==> src/source/mano_isa_pkg.sv <==
package mano_isa_pkg;

  // ==================================================
  // widths
  // ==================================================
  localparam int WORD_W = 16;
  localparam int ADDR_W = 12;
  localparam int CHAR_W = 8;
  localparam int OPC_W  = 3;

  typedef logic [WORD_W-1:0] word_t;
  typedef logic [ADDR_W-1:0] addr_t;
  typedef logic [CHAR_W-1:0] char_t;
  typedef logic [OPC_W-1:0]  opcode_t;  // ir[14:12]

  localparam int MEM_WORDS = 4096;

  // ==================================================
  // opcodes and instruction bit fields
  // ==================================================
  localparam opcode_t OP_AND = 3'd0;
  localparam opcode_t OP_ADD = 3'd1;
  localparam opcode_t OP_LDA = 3'd2;
  localparam opcode_t OP_STA = 3'd3;
  localparam opcode_t OP_BUN = 3'd4;
  localparam opcode_t OP_BSA = 3'd5;
  localparam opcode_t OP_ISZ = 3'd6;
  localparam opcode_t OP_RIO = 3'd7;  // register or i/o group

  localparam int IND_BIT = 15;  // indirect, or i/o when opcode is 7

  // register-reference, one-hot in ir[11:0]
  localparam int RR_CLA = 11;
  localparam int RR_CLE = 10;
  localparam int RR_CMA = 9;
  localparam int RR_CME = 8;
  localparam int RR_CIR = 7;
  localparam int RR_CIL = 6;
  localparam int RR_INC = 5;
  localparam int RR_SPA = 4;
  localparam int RR_SNA = 3;
  localparam int RR_SZA = 2;
  localparam int RR_SZE = 1;
  localparam int RR_HLT = 0;

  // i/o group, top nibble F
  localparam int IO_INP = 11;
  localparam int IO_OUT = 10;
  localparam int IO_SKI = 9;
  localparam int IO_SKO = 8;

  typedef enum logic [3:0] {
    T_IDLE, T0, T1, T2, T3, T4, T5, T6, T7, T8, T9, T10
  } tstate_t;

endpackage

==> src/source/mano_bus_pkg.sv <==
package mano_bus_pkg;

  // ==================================================
  // host apb map
  // ==================================================
  localparam int APB_ADDR_W = 16;
  typedef logic [APB_ADDR_W-1:0] apb_addr_t;

  localparam int HOST_MEM_BIT = 12;  // set: memory, clear: i/o regs

  localparam int REG_OFF_W = 12;
  typedef logic [REG_OFF_W-1:0] reg_off_t;

  localparam reg_off_t REG_CTRL = 12'h000;
  localparam reg_off_t REG_KBD  = 12'h001;
  localparam reg_off_t REG_DISP = 12'h002;

  // control/status bits
  localparam int CTRL_RUN_BIT  = 0;
  localparam int CTRL_HALT_BIT = 1;

  localparam int FLAG_BIT = 8;  // fgi / fgo in kbd and disp reads

endpackage

==> src/source/mano_host_apb.sv <==
`timescale 1ns/1ps

module mano_host_apb (
  input  logic                    clk,
  input  logic                    rst,
  input  logic                    psel,
  input  logic                    penable,
  input  logic                    pwrite,
  input  mano_bus_pkg::apb_addr_t paddr,
  input  mano_isa_pkg::word_t     pwdata,
  input  logic                    halted,
  input  logic                    inp_ack,
  input  logic                    out_strobe,
  input  mano_isa_pkg::char_t     out_char,
  input  mano_isa_pkg::word_t     ram_rdata,
  output mano_isa_pkg::word_t     prdata,
  output logic                    pready,
  output logic                    pslverr,
  output logic                    run,
  output logic                    fgi,
  output logic                    fgo,
  output mano_isa_pkg::char_t     kbd_char,
  output mano_isa_pkg::addr_t     ram_addr,
  output mano_isa_pkg::word_t     ram_wdata,
  output logic                    ram_we
);

  mano_bus_pkg::reg_off_t reg_off;
  mano_isa_pkg::char_t    disp_char;
  logic                   access;
  logic                   is_mem;
  logic                   reg_hit;
  logic                   wr_ctrl;
  logic                   wr_kbd;
  logic                   rd_disp;

  assign access  = psel & penable;
  assign is_mem  = paddr[mano_bus_pkg::HOST_MEM_BIT];
  assign reg_off = paddr[mano_bus_pkg::REG_OFF_W-1:0];
  assign reg_hit = (reg_off == mano_bus_pkg::REG_CTRL) |
                   (reg_off == mano_bus_pkg::REG_KBD) |
                   (reg_off == mano_bus_pkg::REG_DISP);

  assign wr_ctrl = access & pwrite & ~is_mem & (reg_off == mano_bus_pkg::REG_CTRL);
  assign wr_kbd  = access & pwrite & ~is_mem & (reg_off == mano_bus_pkg::REG_KBD);
  assign rd_disp = access & ~pwrite & ~is_mem & (reg_off == mano_bus_pkg::REG_DISP);

  // ==================================================
  // memory path, address live from the setup cycle
  // ==================================================
  assign ram_addr  = paddr[mano_isa_pkg::ADDR_W-1:0];
  assign ram_wdata = pwdata;
  assign ram_we    = access & pwrite & is_mem & ~run;

  assign pready  = 1'b1;
  assign pslverr = access & (is_mem ? run : ~reg_hit);

  always_comb begin
    prdata = '0;
    if (access && !pwrite) begin
      if (is_mem) begin
        if (!run) prdata = ram_rdata;
      end else begin
        case (reg_off)
          mano_bus_pkg::REG_CTRL: begin
            prdata[mano_bus_pkg::CTRL_RUN_BIT]  = run;
            prdata[mano_bus_pkg::CTRL_HALT_BIT] = halted;
          end
          mano_bus_pkg::REG_KBD: begin
            prdata[mano_bus_pkg::FLAG_BIT]           = fgi;
            prdata[mano_isa_pkg::CHAR_W-1:0] = kbd_char;
          end
          mano_bus_pkg::REG_DISP: begin
            prdata[mano_bus_pkg::FLAG_BIT]           = fgo;
            prdata[mano_isa_pkg::CHAR_W-1:0] = disp_char;
          end
          default: prdata = '0;
        endcase
      end
    end
  end

  // ==================================================
  // control, keyboard and display registers
  // ==================================================
  always_ff @(posedge clk or posedge rst) begin
    if (rst) begin
      run <= 1'b0;
      fgi <= 1'b0;
      fgo <= 1'b1;  // display ready
    end else begin
      if (wr_ctrl) run <= pwdata[mano_bus_pkg::CTRL_RUN_BIT];
      if (wr_kbd) fgi <= 1'b1;  // new char wins over ack
      else if (inp_ack) fgi <= 1'b0;
      if (out_strobe) fgo <= 1'b0;
      else if (rd_disp) fgo <= 1'b1;
    end
  end

  always_ff @(posedge clk) begin
    if (wr_kbd) kbd_char <= pwdata[mano_isa_pkg::CHAR_W-1:0];
    if (out_strobe) disp_char <= out_char;
  end

endmodule

==> config.mk <==
export PLATFORM = sky130hd
export DESIGN_NAME = mano_host_apb
export DESIGN_NICKNAME = d
export VERILOG_FILES = /design/src/source/mano_isa_pkg.sv /design/src/source/mano_bus_pkg.sv /design/src/source/mano_host_apb.sv
export SDC_FILE = /design/constraint.sdc
export NUM_CORES = 1
export LEC_CHECK = 0
export BUFFER_PORTS_ARGS = -buffer_cell sky130_fd_sc_hd__buf_2
export CORE_MARGIN = 8
export CORE_UTILIZATION = 32
export CTS_CLUSTER_DIAMETER = 80
export CTS_CLUSTER_SIZE = 8
export DETAILED_ROUTE_END_ITERATION = 16
export PLACE_DENSITY = 0.87
export SYNTH_ARGS = -nofsm -noshare
export SYNTH_HDL_FRONTEND = slang
export SYNTH_SLANG_ARGS = --single-unit
==> constraint.sdc <==
create_clock -name clk -period 1.61 [get_ports clk]
set_clock_uncertainty 0.2 [all_clocks]
set_input_delay 0.322 -clock clk [delete_from_list [all_inputs] [get_ports clk]]
set_output_delay 0.322 -clock clk [all_outputs]
set_load 0.02 [all_outputs]
==> metrics <==
status=finished with violations; failing checks=negative setup slack; crit start category=primary input; worst setup path category=primary input to output pin; die span in x=77.1 um; met1 Use GR=11.0%; crit path buf inv count=3; diode count=0; synth unique cells=26; CP max stage cell=nor4_4; share of cells above drive strength 1=76.1%; top cell type's share of synthesized area=40.3%; First DRT Iteration DRCs=24; Final period util=129%; DR pass1 iterations=3; Slew Viols, Final=0; final hold vios=0; Hold Path Class=primary input to flop; IO Count=122; most frequent cells in the layout=buf_2, buf_6, buf_4; post-synthesis compound-gate area fraction=14.3%; Worst-path clk slew=70 ps; max-cap violations=0; PwrDens=562 nW/um^2; RSZ-0062 raised after global routing=true; top cells by area, synth=edfxtp_1, buf_4, a32o_1; register area share after synthesis=46.6%; Port Buf Inserts=101; Sink Count=19; CP cell instances=buf_8 > nor4_4 > and4_4 > buf_6 > a32o_2 > a21o_1 > buf_6; Critical Path End=prdata[7]; Synth Area in Simple Gates=16.0%; Placer Congestion=0.725; setup slack, reg-to-reg=480 ps; Data arrival, critical path=1560 ps; critical path peak fanout=8; leakage power=1.06 nW; multi-input gate area in the final layout=517 sq um; Layout area overhead=73.9%; total number of vias=1,194; initial antenna violation count=0; peak supply drop=0.548 mV; Reg-to-Reg Start=run; Setup Total Neg Slack=-7700 ps; hpwl dp=3.46 mm; Skew-Pair Late Insertion Delay=260 ps; r2r worst-path depth=2; most common cell after layout, fill and taps aside=buf_2; crit-path max cell delay=300 ps; final worst setup slack=-470 ps; reg2reg end=run; fin crit period=2080 ps; largest net degree at the start of global routing=11; Layout Cells excl Fill=253; Hold Slack=30.5 ps; die area=5940 sq um; DP Cell Count=241; H-tree Lvls=1; mux contribution to synthesized area=2.62%; Crit path max-delay family=simple AND/OR/NAND/NOR gates; Ys Warns=0; # fillers=315; largest family of logic cells by synthesized area=buffers and inverters; Nets=270; first-pass GRT wire length=6.89 mm; XOR/XNOR share of the synthesized area=0%; synthesized flop and latch total=19; final WL=4.47 mm; Die H=77.1 um; CP most frequent cell=buf_6; met3 usage=9.44%; syn_nets=171; num rows=22; final setup fails=27; endpoint class of the critical path=output pin; Avg Vias per Cell=4.72; Final ANT Viol Nets=0; synthesized area per cell=11.2 sq um; vias in the first global route=1,405; Synth Cell Area=1190 sq um; M2 GR Usage=27.0%; Levels on crit path=7; CTS tree=done; total grt overflow=0; Core ar.=3630 sq um; Synth area leader=edfxtp_1; Initial Utilization=32.9%; Worst EP required=1090 ps; clock root buffer=clkbuf_8; drt wl/cell=17.7 um; drt drc=0; global route hottest layer=met2; FF/Latch Area=558 sq um; number of CTS-inserted buffers=3; GRT Total Usage=14.5%; Synth Instances=107; Worst Setup SP=paddr[3]; Synth Area in Adders=0%; clock tree buffer depth=2; Max Freq=481 MHz
worst reg2reg max path, delay by kind of cell, from the launching register on:
family                 cells  cell delay (ps)
DFF                        1              410
muxes                      1              260
buffers and inverters      1              140
worst min-delay path by stage:
stage	start	to	cells after the start	slack, ps
final	out_char[1]	disp_char[1]	1	30
after global routing	out_char[4]	disp_char[4]	1	30
after CTS	out_char[4]	disp_char[4]	1	20
after detailed placement	rst	fgi	2	-0.1
after global placement	rst	fgi	2	-10
after floorplan	rst	fgi	1	-130
stage by stage:
stage,utilization (%),cell area (sq um),power [W],setup WS [ps]
finish,57.1,2080,0.00117,-470
global route,57.1,2080,0.00120,-527
CTS,54.3,1970,0.00116,-453
detailed placement,47.9,1740,0.000802,-552
global placement,47.9,1740,0.000796,-503
floorplan,-,1270,0.000720,-277
sequential cells by signal, summed over array words and instances (netlist names):
name and cells:
disp_char 8, kbd_char 8, fgi 1, fgo 1, run 1
area by class of cell:
class / instances / area share [%]
Tap cell: 48 / 2.89
Inverter: 2 / 0.362
Sequential cell: 19 / 26.9
Timing Repair Buffer: 126 / 42.8
Multi-Input combinational cell: 54 / 24.9
Clock buffer: 4 / 2.17
cells in the mapped netlist, drive strengths merged:
cell,number
buf,30
edfxtp,16
a32o,9
a21o,8
and2,7
nand2,4
nand3,3
nor3,3
nor4,3
a21oi,2
clkbuf,2
dfrtp,2
inv,2
mux2i,2
nand2b,2
nor2,2
o21ai,2
and2b,1
and3,1
and3b,1
and4,1
conb,1
dfstp,1
mux2,1
nor2b,1
cells by family (layout without fill, tap and decap cells):
kind of cell | after synthesis | count (layout)
flops | 19 | 19
other cells | 1 | 1
mux | 3 | 3
compound gates | 21 | 21
buf+inv | 34 | 132
simple gates | 29 | 29
routing by layer:
| metal | share of wire (%) | vias to the layer above |
|---|---|---|
| li1 | - | 557 |
| met1 | 32 | 544 |
| met2 | 52 | 82 |
| met3 | 15 | 11 |
| met4 | 2.2 | 0 |
| met5 | 0 | - |
repair_timing:
action / in CTS / in global routing
gates cloned: 0 / 0
pin swaps: 12 / 17
setup endpoints to repair: 27 / 27
endpoints found under the hold margin: 3 / 0
setup buffers: 5 / 6
hold buffers: 1 / 0
resized for setup: 42 / 30
where the power goes:
part	total [W]	leakage (nW)	switching, W	internal [W]
clock network	0.000333	0.0228	0.000157	0.000176
logic	0.000278	0.854	0.000141	0.000137
registers	0.000556	0.187	0.00000398	0.000552
total	0.00117	1.06	0.000302	0.000866
Power figures use the tool's default switching activity.
