<file path="src/source/mano_isa_pkg.sv">
package mano_isa_pkg;

  // ==================================================
  // widths
  // ==================================================
  localparam int WORD_W = 16;
  localparam int ADDR_W = 12;
  localparam int CHAR_W = 8;
  localparam int OPC_W  = 3;

  typedef logic [WORD_W-1:0] word_t;
  typedef logic [ADDR_W-1:0] addr_t;
  typedef logic [CHAR_W-1:0] char_t;
  typedef logic [OPC_W-1:0]  opcode_t;  // ir[14:12]

  localparam int MEM_WORDS = 4096;

  // ==================================================
  // opcodes and instruction bit fields
  // ==================================================
  localparam opcode_t OP_AND = 3'd0;
  localparam opcode_t OP_ADD = 3'd1;
  localparam opcode_t OP_LDA = 3'd2;
  localparam opcode_t OP_STA = 3'd3;
  localparam opcode_t OP_BUN = 3'd4;
  localparam opcode_t OP_BSA = 3'd5;
  localparam opcode_t OP_ISZ = 3'd6;
  localparam opcode_t OP_RIO = 3'd7;  // register or i/o group

  localparam int IND_BIT = 15;  // indirect, or i/o when opcode is 7

  // register-reference, one-hot in ir[11:0]
  localparam int RR_CLA = 11;
  localparam int RR_CLE = 10;
  localparam int RR_CMA = 9;
  localparam int RR_CME = 8;
  localparam int RR_CIR = 7;
  localparam int RR_CIL = 6;
  localparam int RR_INC = 5;
  localparam int RR_SPA = 4;
  localparam int RR_SNA = 3;
  localparam int RR_SZA = 2;
  localparam int RR_SZE = 1;
  localparam int RR_HLT = 0;

  // i/o group, top nibble F
  localparam int IO_INP = 11;
  localparam int IO_OUT = 10;
  localparam int IO_SKI = 9;
  localparam int IO_SKO = 8;

  typedef enum logic [3:0] {
    T_IDLE, T0, T1, T2, T3, T4, T5, T6, T7, T8, T9, T10
  } tstate_t;

endpackage

</file>
<file path="src/source/mano_cpu.sv">
`timescale 1ns/1ps

module mano_cpu (
  input  logic                clk,
  input  logic                rst,
  input  logic                run,
  input  mano_isa_pkg::word_t mem_rdata,
  input  logic                fgi,
  input  logic                fgo,
  input  mano_isa_pkg::char_t kbd_char,
  output mano_isa_pkg::addr_t mem_addr,
  output mano_isa_pkg::word_t mem_wdata,
  output logic                mem_we,
  output logic                inp_ack,
  output logic                out_strobe,
  output mano_isa_pkg::char_t out_char,
  output logic                halted
);

  mano_isa_pkg::tstate_t t_state;
  mano_isa_pkg::tstate_t t_step;
  mano_isa_pkg::word_t   ac;
  mano_isa_pkg::word_t   dr;
  mano_isa_pkg::word_t   ir;
  mano_isa_pkg::addr_t   pc;
  mano_isa_pkg::addr_t   ar;
  mano_isa_pkg::opcode_t opcode;
  logic                  e;
  logic                  run_q;
  logic [7:0]            dec;
  logic                  reg_grp;
  logic                  io_grp;
  logic                  mem_grp;
  logic                  t3;
  logic                  x0;
  logic                  x1;
  logic                  x2;
  logic                  rr_skip;
  logic                  io_skip;
  logic                  hlt_exec;
  logic                  last_state;
  logic [16:0]           sum;

  // ==================================================
  // decode
  // ==================================================
  assign opcode  = ir[14:12];
  assign dec     = 8'b1 << opcode;  // 3-to-8
  assign reg_grp = dec[mano_isa_pkg::OP_RIO] & ~ir[mano_isa_pkg::IND_BIT];
  assign io_grp  = dec[mano_isa_pkg::OP_RIO] & ir[mano_isa_pkg::IND_BIT];
  assign mem_grp = ~dec[mano_isa_pkg::OP_RIO];

  // execute phases, direct T4..T6, indirect T8..T10 after pointer read in T7
  assign t3 = (t_state == mano_isa_pkg::T3);
  assign x0 = (t_state == mano_isa_pkg::T4) | (t_state == mano_isa_pkg::T8);
  assign x1 = (t_state == mano_isa_pkg::T5) | (t_state == mano_isa_pkg::T9);
  assign x2 = (t_state == mano_isa_pkg::T6) | (t_state == mano_isa_pkg::T10);

  assign rr_skip = reg_grp & ((ir[mano_isa_pkg::RR_SPA] & ~ac[15]) |
                              (ir[mano_isa_pkg::RR_SNA] & ac[15]) |
                              (ir[mano_isa_pkg::RR_SZA] & (ac == '0)) |
                              (ir[mano_isa_pkg::RR_SZE] & ~e));
  assign io_skip = io_grp & ((ir[mano_isa_pkg::IO_SKI] & fgi) |
                             (ir[mano_isa_pkg::IO_SKO] & fgo));

  assign hlt_exec = t3 & reg_grp & ir[mano_isa_pkg::RR_HLT];

  assign last_state = (t3 & ~mem_grp) |
                      (x0 & (dec[mano_isa_pkg::OP_STA] | dec[mano_isa_pkg::OP_BUN] |
                             dec[mano_isa_pkg::OP_BSA])) |
                      (x1 & (dec[mano_isa_pkg::OP_AND] | dec[mano_isa_pkg::OP_ADD] |
                             dec[mano_isa_pkg::OP_LDA])) |
                      (x2 & dec[mano_isa_pkg::OP_ISZ]);

  // ==================================================
  // timing sequencer
  // ==================================================
  always_comb begin
    case (t_state)
      mano_isa_pkg::T0: t_step = mano_isa_pkg::T1;
      mano_isa_pkg::T1: t_step = mano_isa_pkg::T2;
      mano_isa_pkg::T2: t_step = mano_isa_pkg::T3;
      mano_isa_pkg::T3: t_step = ir[mano_isa_pkg::IND_BIT] ? mano_isa_pkg::T7 : mano_isa_pkg::T4;
      mano_isa_pkg::T4: t_step = mano_isa_pkg::T5;
      mano_isa_pkg::T5: t_step = mano_isa_pkg::T6;
      mano_isa_pkg::T7: t_step = mano_isa_pkg::T8;
      mano_isa_pkg::T8: t_step = mano_isa_pkg::T9;
      mano_isa_pkg::T9: t_step = mano_isa_pkg::T10;
      default: t_step = mano_isa_pkg::T_IDLE;
    endcase
  end

  always_ff @(posedge clk or posedge rst) begin
    if (rst) begin
      t_state <= mano_isa_pkg::T_IDLE;
      run_q   <= 1'b0;
      halted  <= 1'b0;
    end else begin
      run_q <= run;
      if (t_state == mano_isa_pkg::T_IDLE) begin
        if (run && !halted) t_state <= mano_isa_pkg::T0;
      end else if (hlt_exec || (last_state && !run)) begin
        t_state <= mano_isa_pkg::T_IDLE;
      end else if (last_state) begin
        t_state <= mano_isa_pkg::T0;
      end else begin
        t_state <= t_step;
      end
      if (hlt_exec) halted <= 1'b1;
      else if (run && !run_q) halted <= 1'b0;  // restart
    end
  end

  // ==================================================
  // datapath
  // ==================================================
  assign sum = {1'b0, ac} + {1'b0, mem_rdata};

  always_ff @(posedge clk or posedge rst) begin
    if (rst) begin
      pc <= '0;
      ar <= '0;
      ir <= '0;
      ac <= '0;
      e  <= 1'b0;
    end else begin
      if (t_state == mano_isa_pkg::T0) begin
        ar <= pc;
        pc <= pc + 1'b1;
      end
      if (t_state == mano_isa_pkg::T2) begin
        ir <= mem_rdata;
        ar <= mem_rdata[11:0];  // operand or pointer address
      end
      if (t_state == mano_isa_pkg::T7) ar <= mem_rdata[11:0];  // effective address

      if (t3 && (rr_skip || io_skip)) pc <= pc + 1'b1;
      if (x0 && dec[mano_isa_pkg::OP_BUN]) pc <= ar;
      if (x0 && dec[mano_isa_pkg::OP_BSA]) pc <= ar + 1'b1;
      if (x2 && dec[mano_isa_pkg::OP_ISZ] && (dr == '0)) pc <= pc + 1'b1;

      if (t3 && reg_grp) begin
        if (ir[mano_isa_pkg::RR_CLA]) ac <= '0;
        if (ir[mano_isa_pkg::RR_CLE]) e <= 1'b0;
        if (ir[mano_isa_pkg::RR_CMA]) ac <= ~ac;
        if (ir[mano_isa_pkg::RR_CME]) e <= ~e;
        if (ir[mano_isa_pkg::RR_CIR]) begin
          ac <= {e, ac[15:1]};
          e  <= ac[0];
        end
        if (ir[mano_isa_pkg::RR_CIL]) begin
          ac <= {ac[14:0], e};
          e  <= ac[15];
        end
        if (ir[mano_isa_pkg::RR_INC]) ac <= ac + 1'b1;
      end
      if (inp_ack) ac[7:0] <= kbd_char;

      if (x1) begin
        if (dec[mano_isa_pkg::OP_AND]) ac <= ac & mem_rdata;
        if (dec[mano_isa_pkg::OP_ADD]) {e, ac} <= sum;  // carry into e
        if (dec[mano_isa_pkg::OP_LDA]) ac <= mem_rdata;
      end
    end
  end

  always_ff @(posedge clk) begin
    if (x1 && dec[mano_isa_pkg::OP_ISZ]) dr <= mem_rdata + 1'b1;
  end

  // ==================================================
  // memory and i/o strobes
  // ==================================================
  assign mem_addr = ar;
  assign mem_we   = (x0 & (dec[mano_isa_pkg::OP_STA] | dec[mano_isa_pkg::OP_BSA])) |
                    (x2 & dec[mano_isa_pkg::OP_ISZ]);

  always_comb begin
    if (dec[mano_isa_pkg::OP_BSA]) mem_wdata = {4'h0, pc};  // return address
    else if (dec[mano_isa_pkg::OP_ISZ]) mem_wdata = dr;
    else mem_wdata = ac;
  end

  assign inp_ack    = t3 & io_grp & ir[mano_isa_pkg::IO_INP] & fgi;
  assign out_strobe = t3 & io_grp & ir[mano_isa_pkg::IO_OUT];
  assign out_char   = ac[7:0];

endmodule

</file>
<file path="config.mk">
export PLATFORM = sky130hd
export DESIGN_NAME = mano_cpu
export DESIGN_NICKNAME = d
export VERILOG_FILES = /design/src/source/mano_isa_pkg.sv /design/src/source/mano_cpu.sv
export SDC_FILE = /design/constraint.sdc
export NUM_CORES = 1
export LEC_CHECK = 0
export ABC_AREA = 1
export BUFFER_PORTS_ARGS = -buffer_cell sky130_fd_sc_hd__buf_2
export CAP_MARGIN = 20
export CELL_PAD_IN_SITES_DETAIL_PLACEMENT = 0
export CELL_PAD_IN_SITES_GLOBAL_PLACEMENT = 1
export CORE_ASPECT_RATIO = 0.6
export CORE_MARGIN = 3
export CORE_UTILIZATION = 25
export DETAILED_ROUTE_END_ITERATION = 6
export GPL_ROUTABILITY_DRIVEN = 1
export PLACE_DENSITY = 0.55
export SYNTH_ARGS = -nofsm -noshare
export SYNTH_HDL_FRONTEND = slang
export SYNTH_SLANG_ARGS = --single-unit
</file>
<file path="constraint.sdc">
create_clock -name clk -period 2.5 [get_ports clk]
set_input_delay 0.125 -clock clk [delete_from_list [all_inputs] [get_ports clk]]
set_output_delay 0.125 -clock clk [all_outputs]
set_load 0.02 [all_outputs]
</file>
==> impl_metrics.env, run 1 <==
export IMPL_std_cell_rows=47
export IMPL_hold_viol_final=0
export IMPL_overflow=0
export IMPL_register_area_share_after_synthesis_pct=27.9
export IMPL_portBuffers=68
export IMPL_power_density_nw_per_um2=1330
export IMPL_core_sq_um=28300
export IMPL_synth_seq_cells=79
export IMPL_top_level_ports=69
export IMPL_viasPerCell=4.98
export IMPL_global_route_usage_total_pct=21.0
export IMPL_area_of_the_die_sq_um=31600
export IMPL_num_vias=8225
export IMPL_depth_of_the_most_critical_reg_to_reg_path=12
export IMPL_yosys_top_cells_area="sky130_fd_sc_hd__dfrtp_1, sky130_fd_sc_hd__nand2_1, sky130_fd_sc_hd__nand3_1"
export IMPL_cts_inserted_buffers=9
export IMPL_synth_cells=1177
export IMPL_ant_nets=0
export IMPL_final_min_period_over_clock_period_pct=96.0
export IMPL_totalNegativeSetupSlack_ns=0
export IMPL_max_clock_freq_ghz=0.417
export IMPL_mostFrequentLayoutCells="sky130_fd_sc_hd__nand2_1, sky130_fd_sc_hd__inv_1, sky130_fd_sc_hd__nand3_1"
export IMPL_synth_top_area_share_pct=21.4
export IMPL_synth_cell_types=43
export IMPL_fin_crit_ns=2.40
export IMPL_grt_first_pass_wirelength_um=49400
export IMPL_clkLatencyLatePin_ns=0.37
export IMPL_timing_setup_critical_path_class="reg -> out"
export IMPL_cts_sinks=79
export IMPL_core_utilization_of_the_finished_layout_pct=30.5
export IMPL_setup_viol_count_final=0
export IMPL_worst_relative_slew_slack_pct=33.6
export IMPL_data_arrival_critical_path_ns=2.27
export IMPL_ys_async_sr_fraction_pct=79.7
export IMPL_chipWidth_um=228
export IMPL_place_area_sq_um=8350
export IMPL_hold_ws_ns=0.0686
export IMPL_synthesis_nets=1228
export IMPL_peak_supply_drop_mv=0.419
export IMPL_cts_htree_levels=3
export IMPL_grt_max_degree=30
export IMPL_synthToLayoutAreaGrowth_pct=17.3
export IMPL_finalWeightedCongestion=0.889
export IMPL_dp_slack_ns=0.149
export IMPL_final_max_slew_viol_count=0
export IMPL_initial_core_util_pct=26.0
export IMPL_synth_edf_count=16
export IMPL_crit_path_start_kind="flop"
export IMPL_root_buf_cell="sky130_fd_sc_hd__clkbuf_16"
export IMPL_via_count_of_the_first_global_routing_pass=7550
export IMPL_layout_setup_ws_ns=0.101
export IMPL_clock_tree_from_tritoncts="built"
export IMPL_fin_nets=1307
export IMPL_drt_iter0_markers=798
export IMPL_critical_path_peak_fanout=23
export IMPL_holdPathStages=5
export IMPL_clkSlewWorstSetupHoldPaths_ns=0.07
export IMPL_synthDominantAreaCellType="sky130_fd_sc_hd__dfrtp_1"
export IMPL_end_kind="output port"
export IMPL_clock_skew_ns=0.0120
export IMPL_remaining_design_rule_violation_count=0
export IMPL_worst_hold_path_type="in -> reg"
export IMPL_outcome="finished, final reports clean"
export IMPL_postRouteWirelength_um=32800
export IMPL_timing_critical_path_required_ns=2.38
export IMPL_synth_avg_cell_area_sq_um=6.25
export IMPL_antenna_diode_count=0
export IMPL_dominantRegCellSynth="sky130_fd_sc_hd__dfrtp_1"
export IMPL_n_fill_cell=3221
export IMPL_wl_per_instance_um=19.8
export IMPL_die_height_um=139
export IMPL_cts_setup_buffers=0
export IMPL_leading_cell_type_in_the_layout_fill_and_taps_excluded="sky130_fd_sc_hd__nand2_1"
export IMPL_cellLeakagePower_nw=4.15
export IMPL_tightestPinTransition_ns=0.995
export IMPL_drtPass1Iterations=6
export IMPL_initial_antenna_violation_count=0
export IMPL_max_cap_viol_count=0
export IMPL_setup_repair_after_global_routing_missed_its_margin="false"
export IMPL_drive_above_1_share_pct=13.9
export IMPL_yosysWarningCount=0
export IMPL_clk_path_buf_depth=2
export IMPL_final_design_area_no_fill_sq_um=8640
export IMPL_dp_hpwl_um=26200
export IMPL_mappedNetlistArea_sq_um=7360
## synthesized netlist by cell type, types with 3 or more instances
library cell,instances
sky130_fd_sc_hd__nor3_1,17
sky130_fd_sc_hd__nor2_1,87
sky130_fd_sc_hd__o22ai_1,4
sky130_fd_sc_hd__o21ai_2,3
sky130_fd_sc_hd__nand3_2,7
sky130_fd_sc_hd__xor2_1,27
sky130_fd_sc_hd__buf_4,9
sky130_fd_sc_hd__nand3b_1,3
sky130_fd_sc_hd__nand4_1,12
sky130_fd_sc_hd__nor2_2,4
sky130_fd_sc_hd__o21ai_1,14
sky130_fd_sc_hd__a21oi_1,89
sky130_fd_sc_hd__clkbuf_1,19
sky130_fd_sc_hd__nand2_2,4
sky130_fd_sc_hd__nor4_1,6
sky130_fd_sc_hd__inv_1,123
sky130_fd_sc_hd__nand3_1,111
sky130_fd_sc_hd__inv_2,5
sky130_fd_sc_hd__o211ai_1,29
sky130_fd_sc_hd__edfxtp_1,16
sky130_fd_sc_hd__buf_2,21
sky130_fd_sc_hd__o21ai_0,86
sky130_fd_sc_hd__ha_1,21
sky130_fd_sc_hd__nor2_4,4
sky130_fd_sc_hd__or2_2,3
sky130_fd_sc_hd__dfrtp_1,63
sky130_fd_sc_hd__nand2_1,367
## worst max-delay path, stage by stage (launching register included)
cell and delay (ns):
sky130_fd_sc_hd__dfrtp_1 0.41, sky130_fd_sc_hd__inv_1 0.20, sky130_fd_sc_hd__nand2_1 0.12, sky130_fd_sc_hd__nor2_1 0.10, sky130_fd_sc_hd__inv_1 0.18, sky130_fd_sc_hd__buf_12 0.22
sky130_fd_sc_hd__o21ai_0 0.39, sky130_fd_sc_hd__buf_2 0.27
## sequential cells by signal, indices dropped and copies added (netlist names)
register	flops
halted	1
run_q	1
t_state	4
ac	16
dr	16
e	1
ir	16
pc	12
mem_addr	12
## where the power goes
part	switching, mW	internal [mW]
clock network	0.651	0.665
logic	5.26	2.52
registers	0.594	1.78
## final cells by class
class                      instances  area [sq um]  share of cell area [%]
multi-input combinational        914          4540                    52.6
timing repair buffer             122           788                    9.13
clock inverter                     6          38.8                   0.449
clock buffer                       9           225                    2.61
tap                              392           490                    5.68
inverter                         130           493                    5.71
sequential                        79          2060                    23.8
## repair_timing
item | in CTS | in global routing
hold buffers | 2 | 0
endpoints found under the hold margin | 23 | 0
endpoints found under the setup margin | 0 | 7
gates resized for setup | 0 | 3
## logic make-up after synthesis
logic type	Yosys count	synth area share (%)
compound gates	233	17.4
xor+xnor	28	3.33
fa+ha+maj	22	3.84
buf+inv	184	10.6
flops	79	27.9
simple gates	631	36.8
## final timing paths
check / slack, ns / to / start
setup / recovery: 0.10 / mem_wdata[0] / ir[13]$_DFFE_PP0P_
hold / removal: 0.07 / ac[1]$_DFF_PP0_ / kbd_char[1]
setup reg to reg: 0.12 / ac[14]$_DFF_PP0_ / ac[0]$_DFF_PP0_
hold reg to reg: 0.49 / halted$_DFFE_PP0P_ / run_q$_DFF_PP0_
max in group asynchronous: 1.39 / ir[11]$_DFFE_PP0P_ / rst
min in group asynchronous: 0.39 / mem_addr[3]$_DFFE_PP0P_ / rst
## metrics by stage
step / instances / power, mW
CTS: 1652 / 11.4
finish: 1652 / 11.5
global route: 1652 / 12.5
detailed placement: 1635 / 10.1
global placement: 1635 / 10.2
floorplan: 1177 / 7.41
## routing by layer
layer,track usage [%],part of all wire [%],up-vias
met3,4.29,7.1,29
li1,-,-,4022
met4,4.25,1.3,0
met2,25.2,36,280
met5,0,0,-
met1,36.1,56,3894
No activity file was read; power rests on OpenSTA's default activity.
==> inputs of run 2 (changes only) <==
- CELL_PAD_IN_SITES_DETAIL_PLACEMENT: 0 -> 1
==> run 2 against run 1 <==
Compared with the run above: critical path depth stayed put; sequential power hardly changed; die area stayed put; first-iteration DRC count is 9.0% lower; wire length is 4.7% higher; critical endpoint unchanged.
==> impl_metrics.env, run 2 (synthesized netlist as in run 1, its figures left out) <==
export IMPL_outcome="finished, final reports clean"
export IMPL_chipWidth_um=228
export IMPL_drive_above_1_share_pct=13.9
export IMPL_global_route_usage_total_pct=22.0
export IMPL_antenna_diode_count=0
export IMPL_cts_setup_buffers=0
export IMPL_tightestPinTransition_ns=1.01
export IMPL_final_design_area_no_fill_sq_um=8670
export IMPL_r2r_start="ac[0]$_DFF_PP0_"
export IMPL_dp_hpwl_um=27600
export IMPL_cellLeakagePower_nw=4.17
export IMPL_timing_setup_critical_path_class="reg -> out"
export IMPL_die_height_um=139
export IMPL_worstReg2RegEnd="ac[14]$_DFF_PP0_"
export IMPL_critical_path_peak_fanout=23
export IMPL_timing_critical_path_required_ns=2.38
export IMPL_place_area_sq_um=8350
export IMPL_setup_repair_after_global_routing_missed_its_margin="false"
export IMPL_initial_core_util_pct=26.0
export IMPL_clkLatencyLatePin_ns=0.38
export IMPL_finalWeightedCongestion=0.889
export IMPL_remaining_design_rule_violation_count=0
export IMPL_data_arrival_critical_path_ns=2.28
export IMPL_totalNegativeSetupSlack_ns=0
export IMPL_cp_num_buf_inv=4
export IMPL_drt_iter0_markers=726
export IMPL_fin_crit_ns=2.40
export IMPL_crit_path_start_kind="flop"
export IMPL_cts_htree_levels=3
export IMPL_hp_start="mem_rdata[15]"
export IMPL_initial_antenna_violation_count=0
export IMPL_overflow=0
export IMPL_setup_viol_count_final=0
export IMPL_wl_per_instance_um=20.8
export IMPL_clk_path_buf_depth=2
export IMPL_max_clock_freq_ghz=0.416
export IMPL_layout_top_registers="ac x16, dr x16, ir x16"
export IMPL_grt_first_pass_wirelength_um=52200
export IMPL_critical_path_slowest_cell="sky130_fd_sc_hd__dfrtp_1"
export IMPL_cts_inserted_buffers=9
export IMPL_clock_skew_ns=0.00878
export IMPL_core_sq_um=28300
export IMPL_std_cell_rows=47
export IMPL_cp_top_family="buffers and inverters"
export IMPL_n_fill_cell=3665
export IMPL_ant_nets=0
export IMPL_min_delay_worst_endpoint="ir[15]$_DFFE_PP0P_"
export IMPL_area_of_the_die_sq_um=31600
export IMPL_cp_cell_sequence="inv_1 -> nand2_1 -> nor2_1 -> inv_1 -> buf_12 -> o21ai_0 -> buf_2"
export IMPL_leading_cell_type_in_the_layout_fill_and_taps_excluded="sky130_fd_sc_hd__nand2_1"
export IMPL_mostFrequentLayoutCells="sky130_fd_sc_hd__nand2_1, sky130_fd_sc_hd__inv_1, sky130_fd_sc_hd__nand3_1"
export IMPL_num_vias=8366
export IMPL_power_density_nw_per_um2=1350
export IMPL_drtPass1Iterations=5
export IMPL_max_cap_viol_count=0
export IMPL_synthToLayoutAreaGrowth_pct=17.8
export IMPL_grt_max_degree=30
export IMPL_hold_viol_final=0
export IMPL_depth_of_the_most_critical_reg_to_reg_path=12
export IMPL_final_max_slew_viol_count=0
export IMPL_end_kind="output port"
export IMPL_postRouteWirelength_um=34300
export IMPL_worst_relative_slew_slack_pct=32.9
export IMPL_holdPathStages=3
export IMPL_timing_critical_path_mode_cell="sky130_fd_sc_hd__inv_1"
export IMPL_clock_tree_from_tritoncts="built"
export IMPL_largest_stage_delay_on_the_critical_path_ns=0.42
export IMPL_reg2reg_slack_ns=0.11
export IMPL_viasPerCell=5.06
export IMPL_root_buf_cell="sky130_fd_sc_hd__clkbuf_16"
export IMPL_final_min_period_over_clock_period_pct=96.2
export IMPL_worst_hold_path_type="in -> reg"
export IMPL_clkSlewWorstSetupHoldPaths_ns=0.07
export IMPL_top_level_ports=69
export IMPL_portBuffers=68
export IMPL_cts_sinks=79
export IMPL_via_count_of_the_first_global_routing_pass=8189
export IMPL_fin_nets=1307
export IMPL_peak_supply_drop_mv=0.381
[run 2: cell types whose count changed in the layout (fill, tap and decap cells not counted), sizes merged]
cell	change
bufinv	+1
clkinvlp	-1
inv	+1
[run 2: worst max path at each step]
stage / from / to / cells after the start / slack (ns)
floorplan: t_state[0]$_DFFE_PP0P_ / dr[0]$_DFFE_PP_ / 6 / 0.27
global placement: ac[0]$_DFF_PP0_ / ac[14]$_DFF_PP0_ / 12 / 0.22
detailed placement: ac[0]$_DFF_PP0_ / ac[14]$_DFF_PP0_ / 12 / 0.13
CTS: ac[0]$_DFF_PP0_ / ac[14]$_DFF_PP0_ / 12 / 0.11
global route: ir[13]$_DFFE_PP0P_ / mem_wdata[0] / 7 / 0.002
finish: ir[13]$_DFFE_PP0P_ / mem_wdata[0] / 7 / 0.1
[run 2: stage by stage]
stage / power [mW] / hold WS [ns] / util (%) / worst slack (ns) / instances
final: 11.7 / 0.0533 / 30.7 / 0.0957 / 1653
after global routing: 12.8 / 0.0562 / 30.7 / 0.00189 / 1653
after CTS: 11.7 / 0.0422 / 30.6 / 0.110 / 1653
after floorplan: 7.41 / 0.156 / - / 0.267 / 1177
after global placement: 10.2 / 0.251 / 29.5 / 0.220 / 1635
after detailed placement: 10.2 / 0.250 / 29.5 / 0.134 / 1635
[run 2: routing by layer]
layer	track usage, %	vias up	part of all wire, %
met4	3.30	0	0.75
met1	36.7	4081	55
met3	5.14	16	6.9
met5	0	-	0
li1	-	4037	-
met2	28.0	232	37
[run 2: repair_timing]
item                                    CTS  global route
hold endpoints to repair                 23             0
hold buffers                              2             0
resized for setup                         0             3
endpoints found under the setup margin    0            13
[run 2: tightest hold or removal path: cells and delay by family]
| family | cells | cell delay (ns) |
|---|---|---|
| buffers and inverters | 1 | 0.14 |
| and+or+nand+nor | 1 | 0.06 |
| AOI/OAI and AO/OA | 1 | 0.06 |
[run 2: final cells by class]
type                            instances  area, sq um  area share (%)
Tap cell                              392          490            5.65
Multi-Input combinational cell        914         4550            52.4
Inverter                              130          493            5.68
Clock inverter                          7         72.6           0.837
Clock buffer                            9          225            2.60
Sequential cell                        79         2060            23.7
Timing Repair Buffer                  122          788            9.09
[run 2: power breakdown]
| group | internal, mW | switching (mW) | total [mW] |
|---|---|---|---|
| Combinational | 2.52 | 5.38 | 7.90 |
| Clock | 0.777 | 0.668 | 1.45 |
| Sequential | 1.78 | 0.606 | 2.39 |
==> inputs of run 3 (changes only) <==
- CORE_ASPECT_RATIO: 0.6 -> 1.2
==> run 3 against run 2 <==
Compared with the run above: flip-flop and latch count did not move; clock skew rose by 0.0016 ns; non-clock buffer count fell by 10; sequential share of layout area rose by 0.37 points; total power fell by 1.6%; clock power fell by 3%; first-iteration DRC count fell by 40%; critical path type is now reg -> reg.
==> impl_metrics.env, run 3 (synthesized netlist as in run 1, its figures left out) <==
export IMPL_worst_hold_path_type="in -> reg"
export IMPL_final_design_area_no_fill_sq_um=8540
export IMPL_std_cell_rows=68
export IMPL_drive_above_1_share_pct=13.2
export IMPL_clk_path_buf_depth=2
export IMPL_drtPass1Iterations=5
export IMPL_max_clock_freq_ghz=0.444
export IMPL_wl_per_instance_um=20.6
export IMPL_hold_viol_final=0
export IMPL_largest_stage_delay_on_the_critical_path_ns=0.58
export IMPL_core_sq_um=28900
export IMPL_fin_nets=1297
export IMPL_antenna_diode_count=0
export IMPL_end_kind="flop"
export IMPL_tightestPinTransition_ns=0.850
export IMPL_mostFrequentLayoutCells="sky130_fd_sc_hd__nand2_1, sky130_fd_sc_hd__inv_1, sky130_fd_sc_hd__nand3_1"
export IMPL_viasPerCell=5.03
export IMPL_worstReg2RegEnd="ac[7]$_DFF_PP0_"
export IMPL_top_level_ports=69
export IMPL_grt_max_degree=34
export IMPL_clock_skew_ns=0.0104
export IMPL_portBuffers=68
export IMPL_cts_sinks=79
export IMPL_post_route_total_power_mw=11.5
export IMPL_critical_path_slowest_cell="sky130_fd_sc_hd__dfrtp_1"
export IMPL_dp_slack_ns=0.164
export IMPL_setup_viol_count_final=0
export IMPL_overflow=0
export IMPL_finish_cell_count_without_fillers=1636
export IMPL_area_of_the_die_sq_um=31600
export IMPL_dp_hpwl_um=27700
export IMPL_final_max_slew_viol_count=0
export IMPL_chipWidth_um=163
export IMPL_global_route_usage_total_pct=21.4
export IMPL_synthToLayoutAreaGrowth_pct=16.1
export IMPL_holdPathStages=3
export IMPL_critical_path_peak_fanout=12
export IMPL_cellLeakagePower_nw=4.10
export IMPL_postRouteWirelength_um=33700
export IMPL_cts_htree_levels=3
export IMPL_r2r_start="ir[11]$_DFFE_PP0P_"
export IMPL_n_fill_cell=3801
export IMPL_die_height_um=194
export IMPL_peak_supply_drop_mv=0.437
export IMPL_leading_cell_type_in_the_layout_fill_and_taps_excluded="sky130_fd_sc_hd__nand2_1"
export IMPL_min_delay_worst_endpoint="ir[4]$_DFFE_PP0P_"
export IMPL_data_arrival_critical_path_ns=2.50
export IMPL_clkLatencyLatePin_ns=0.36
export IMPL_finalWeightedCongestion=0.942
export IMPL_layout_top_registers="ac x16, dr x16, ir x16"
export IMPL_via_count_of_the_first_global_routing_pass=8619
export IMPL_setup_repair_after_global_routing_missed_its_margin="false"
export IMPL_grt_first_pass_wirelength_um=52000
export IMPL_clock_tree_from_tritoncts="built"
export IMPL_timing_critical_path_mode_cell="sky130_fd_sc_hd__nand2_1"
export IMPL_remaining_design_rule_violation_count=0
export IMPL_worst_relative_slew_slack_pct=43.3
export IMPL_ant_nets=0
export IMPL_place_inst=1618
export IMPL_hold_ws_ns=0.104
export IMPL_final_min_period_over_clock_period_pct=90.1
export IMPL_initial_core_util_pct=25.4
export IMPL_cts_setup_buffers=0
export IMPL_core_utilization_of_the_finished_layout_pct=29.5
export IMPL_totalNegativeSetupSlack_ns=0
export IMPL_timing_critical_path_required_ns=2.74
export IMPL_root_buf_cell="sky130_fd_sc_hd__clkbuf_16"
export IMPL_max_cap_viol_count=0
export IMPL_layout_setup_ws_ns=0.248
export IMPL_hp_start="mem_rdata[4]"
export IMPL_initial_antenna_violation_count=0
export IMPL_timing_setup_critical_path_class="reg -> reg"
export IMPL_cts_inserted_buffers=9
export IMPL_cp_cell_sequence="inv_1 -> nand2_1 -> nand2_1 -> nand3_1 -> nand3_1 -> nand2_1 -> nand3_1 -> nand3_1 -> nand3_1 -> nand2_1 -> nand2_1 -> nand2_1 -> nand2_1"
export IMPL_depth_of_the_most_critical_reg_to_reg_path=13
export IMPL_place_area_sq_um=8220
export IMPL_drt_iter0_markers=433
export IMPL_fin_crit_ns=2.25
export IMPL_num_vias=8237
export IMPL_crit_path_start_kind="flop"
export IMPL_power_density_nw_per_um2=1350
export IMPL_reg2reg_slack_ns=0.25
export IMPL_outcome="finished, final reports clean"
export IMPL_clkSlewWorstSetupHoldPaths_ns=0.07
==> run 3: worst max path at each step <==
stage / startpoint / depth (start not counted) / end
after floorplan: t_state[0]$_DFFE_PP0P_ / 6 / dr[0]$_DFFE_PP_
after global placement: ac[1]$_DFF_PP0_ / 10 / pc[1]$_DFFE_PP0P_
after detailed placement: ac[1]$_DFF_PP0_ / 10 / pc[1]$_DFFE_PP0P_
after CTS: ac[1]$_DFF_PP0_ / 10 / pc[6]$_DFFE_PP0P_
after global routing: ir[11]$_DFFE_PP0P_ / 13 / ac[5]$_DFF_PP0_
final: ir[11]$_DFFE_PP0P_ / 13 / ac[7]$_DFF_PP0_
==> run 3: critical path: cells and delay by family (launching register included) <==
kind                   cells  cell delay, ns
AND/OR/NAND/NOR           12            1.43
flip-flops                 1            0.58
buffers and inverters      1            0.11
==> run 3: final cells by class <==
cell class                      instances  area, sq um  share of cell area (%)
Multi-Input combinational cell        914         4540                    53.1
Clock buffer                            9          225                    2.64
Inverter                              130          493                    5.77
Sequential cell                        79         2060                    24.1
Timing Repair Buffer                  112          676                    7.91
Tap cell                              385          482                    5.64
Clock inverter                          7         72.6                   0.849
==> run 3: what timing repair did <==
action / 4_1_cts / 5_1_grt
endpoints found under the hold margin: 21 / 0
endpoints found under the setup margin: 0 / 12
hold buffers: 2 / 0
resized for setup: 0 / 2
==> run 3: report_power, final <==
part / internal (mW) / total (mW) / switching (mW)
Clock: 0.777 / 1.40 / 0.623
Sequential: 1.78 / 2.40 / 0.616
Combinational: 2.43 / 7.74 / 5.31
==> run 3: metal layers <==
metal | share of wire, % | track usage, %
met1 | 43 | 26.9
met2 | 51 | 38.4
met3 | 2.6 | 1.82
met4 | 3.3 | 7.33
met5 | 0 | 0
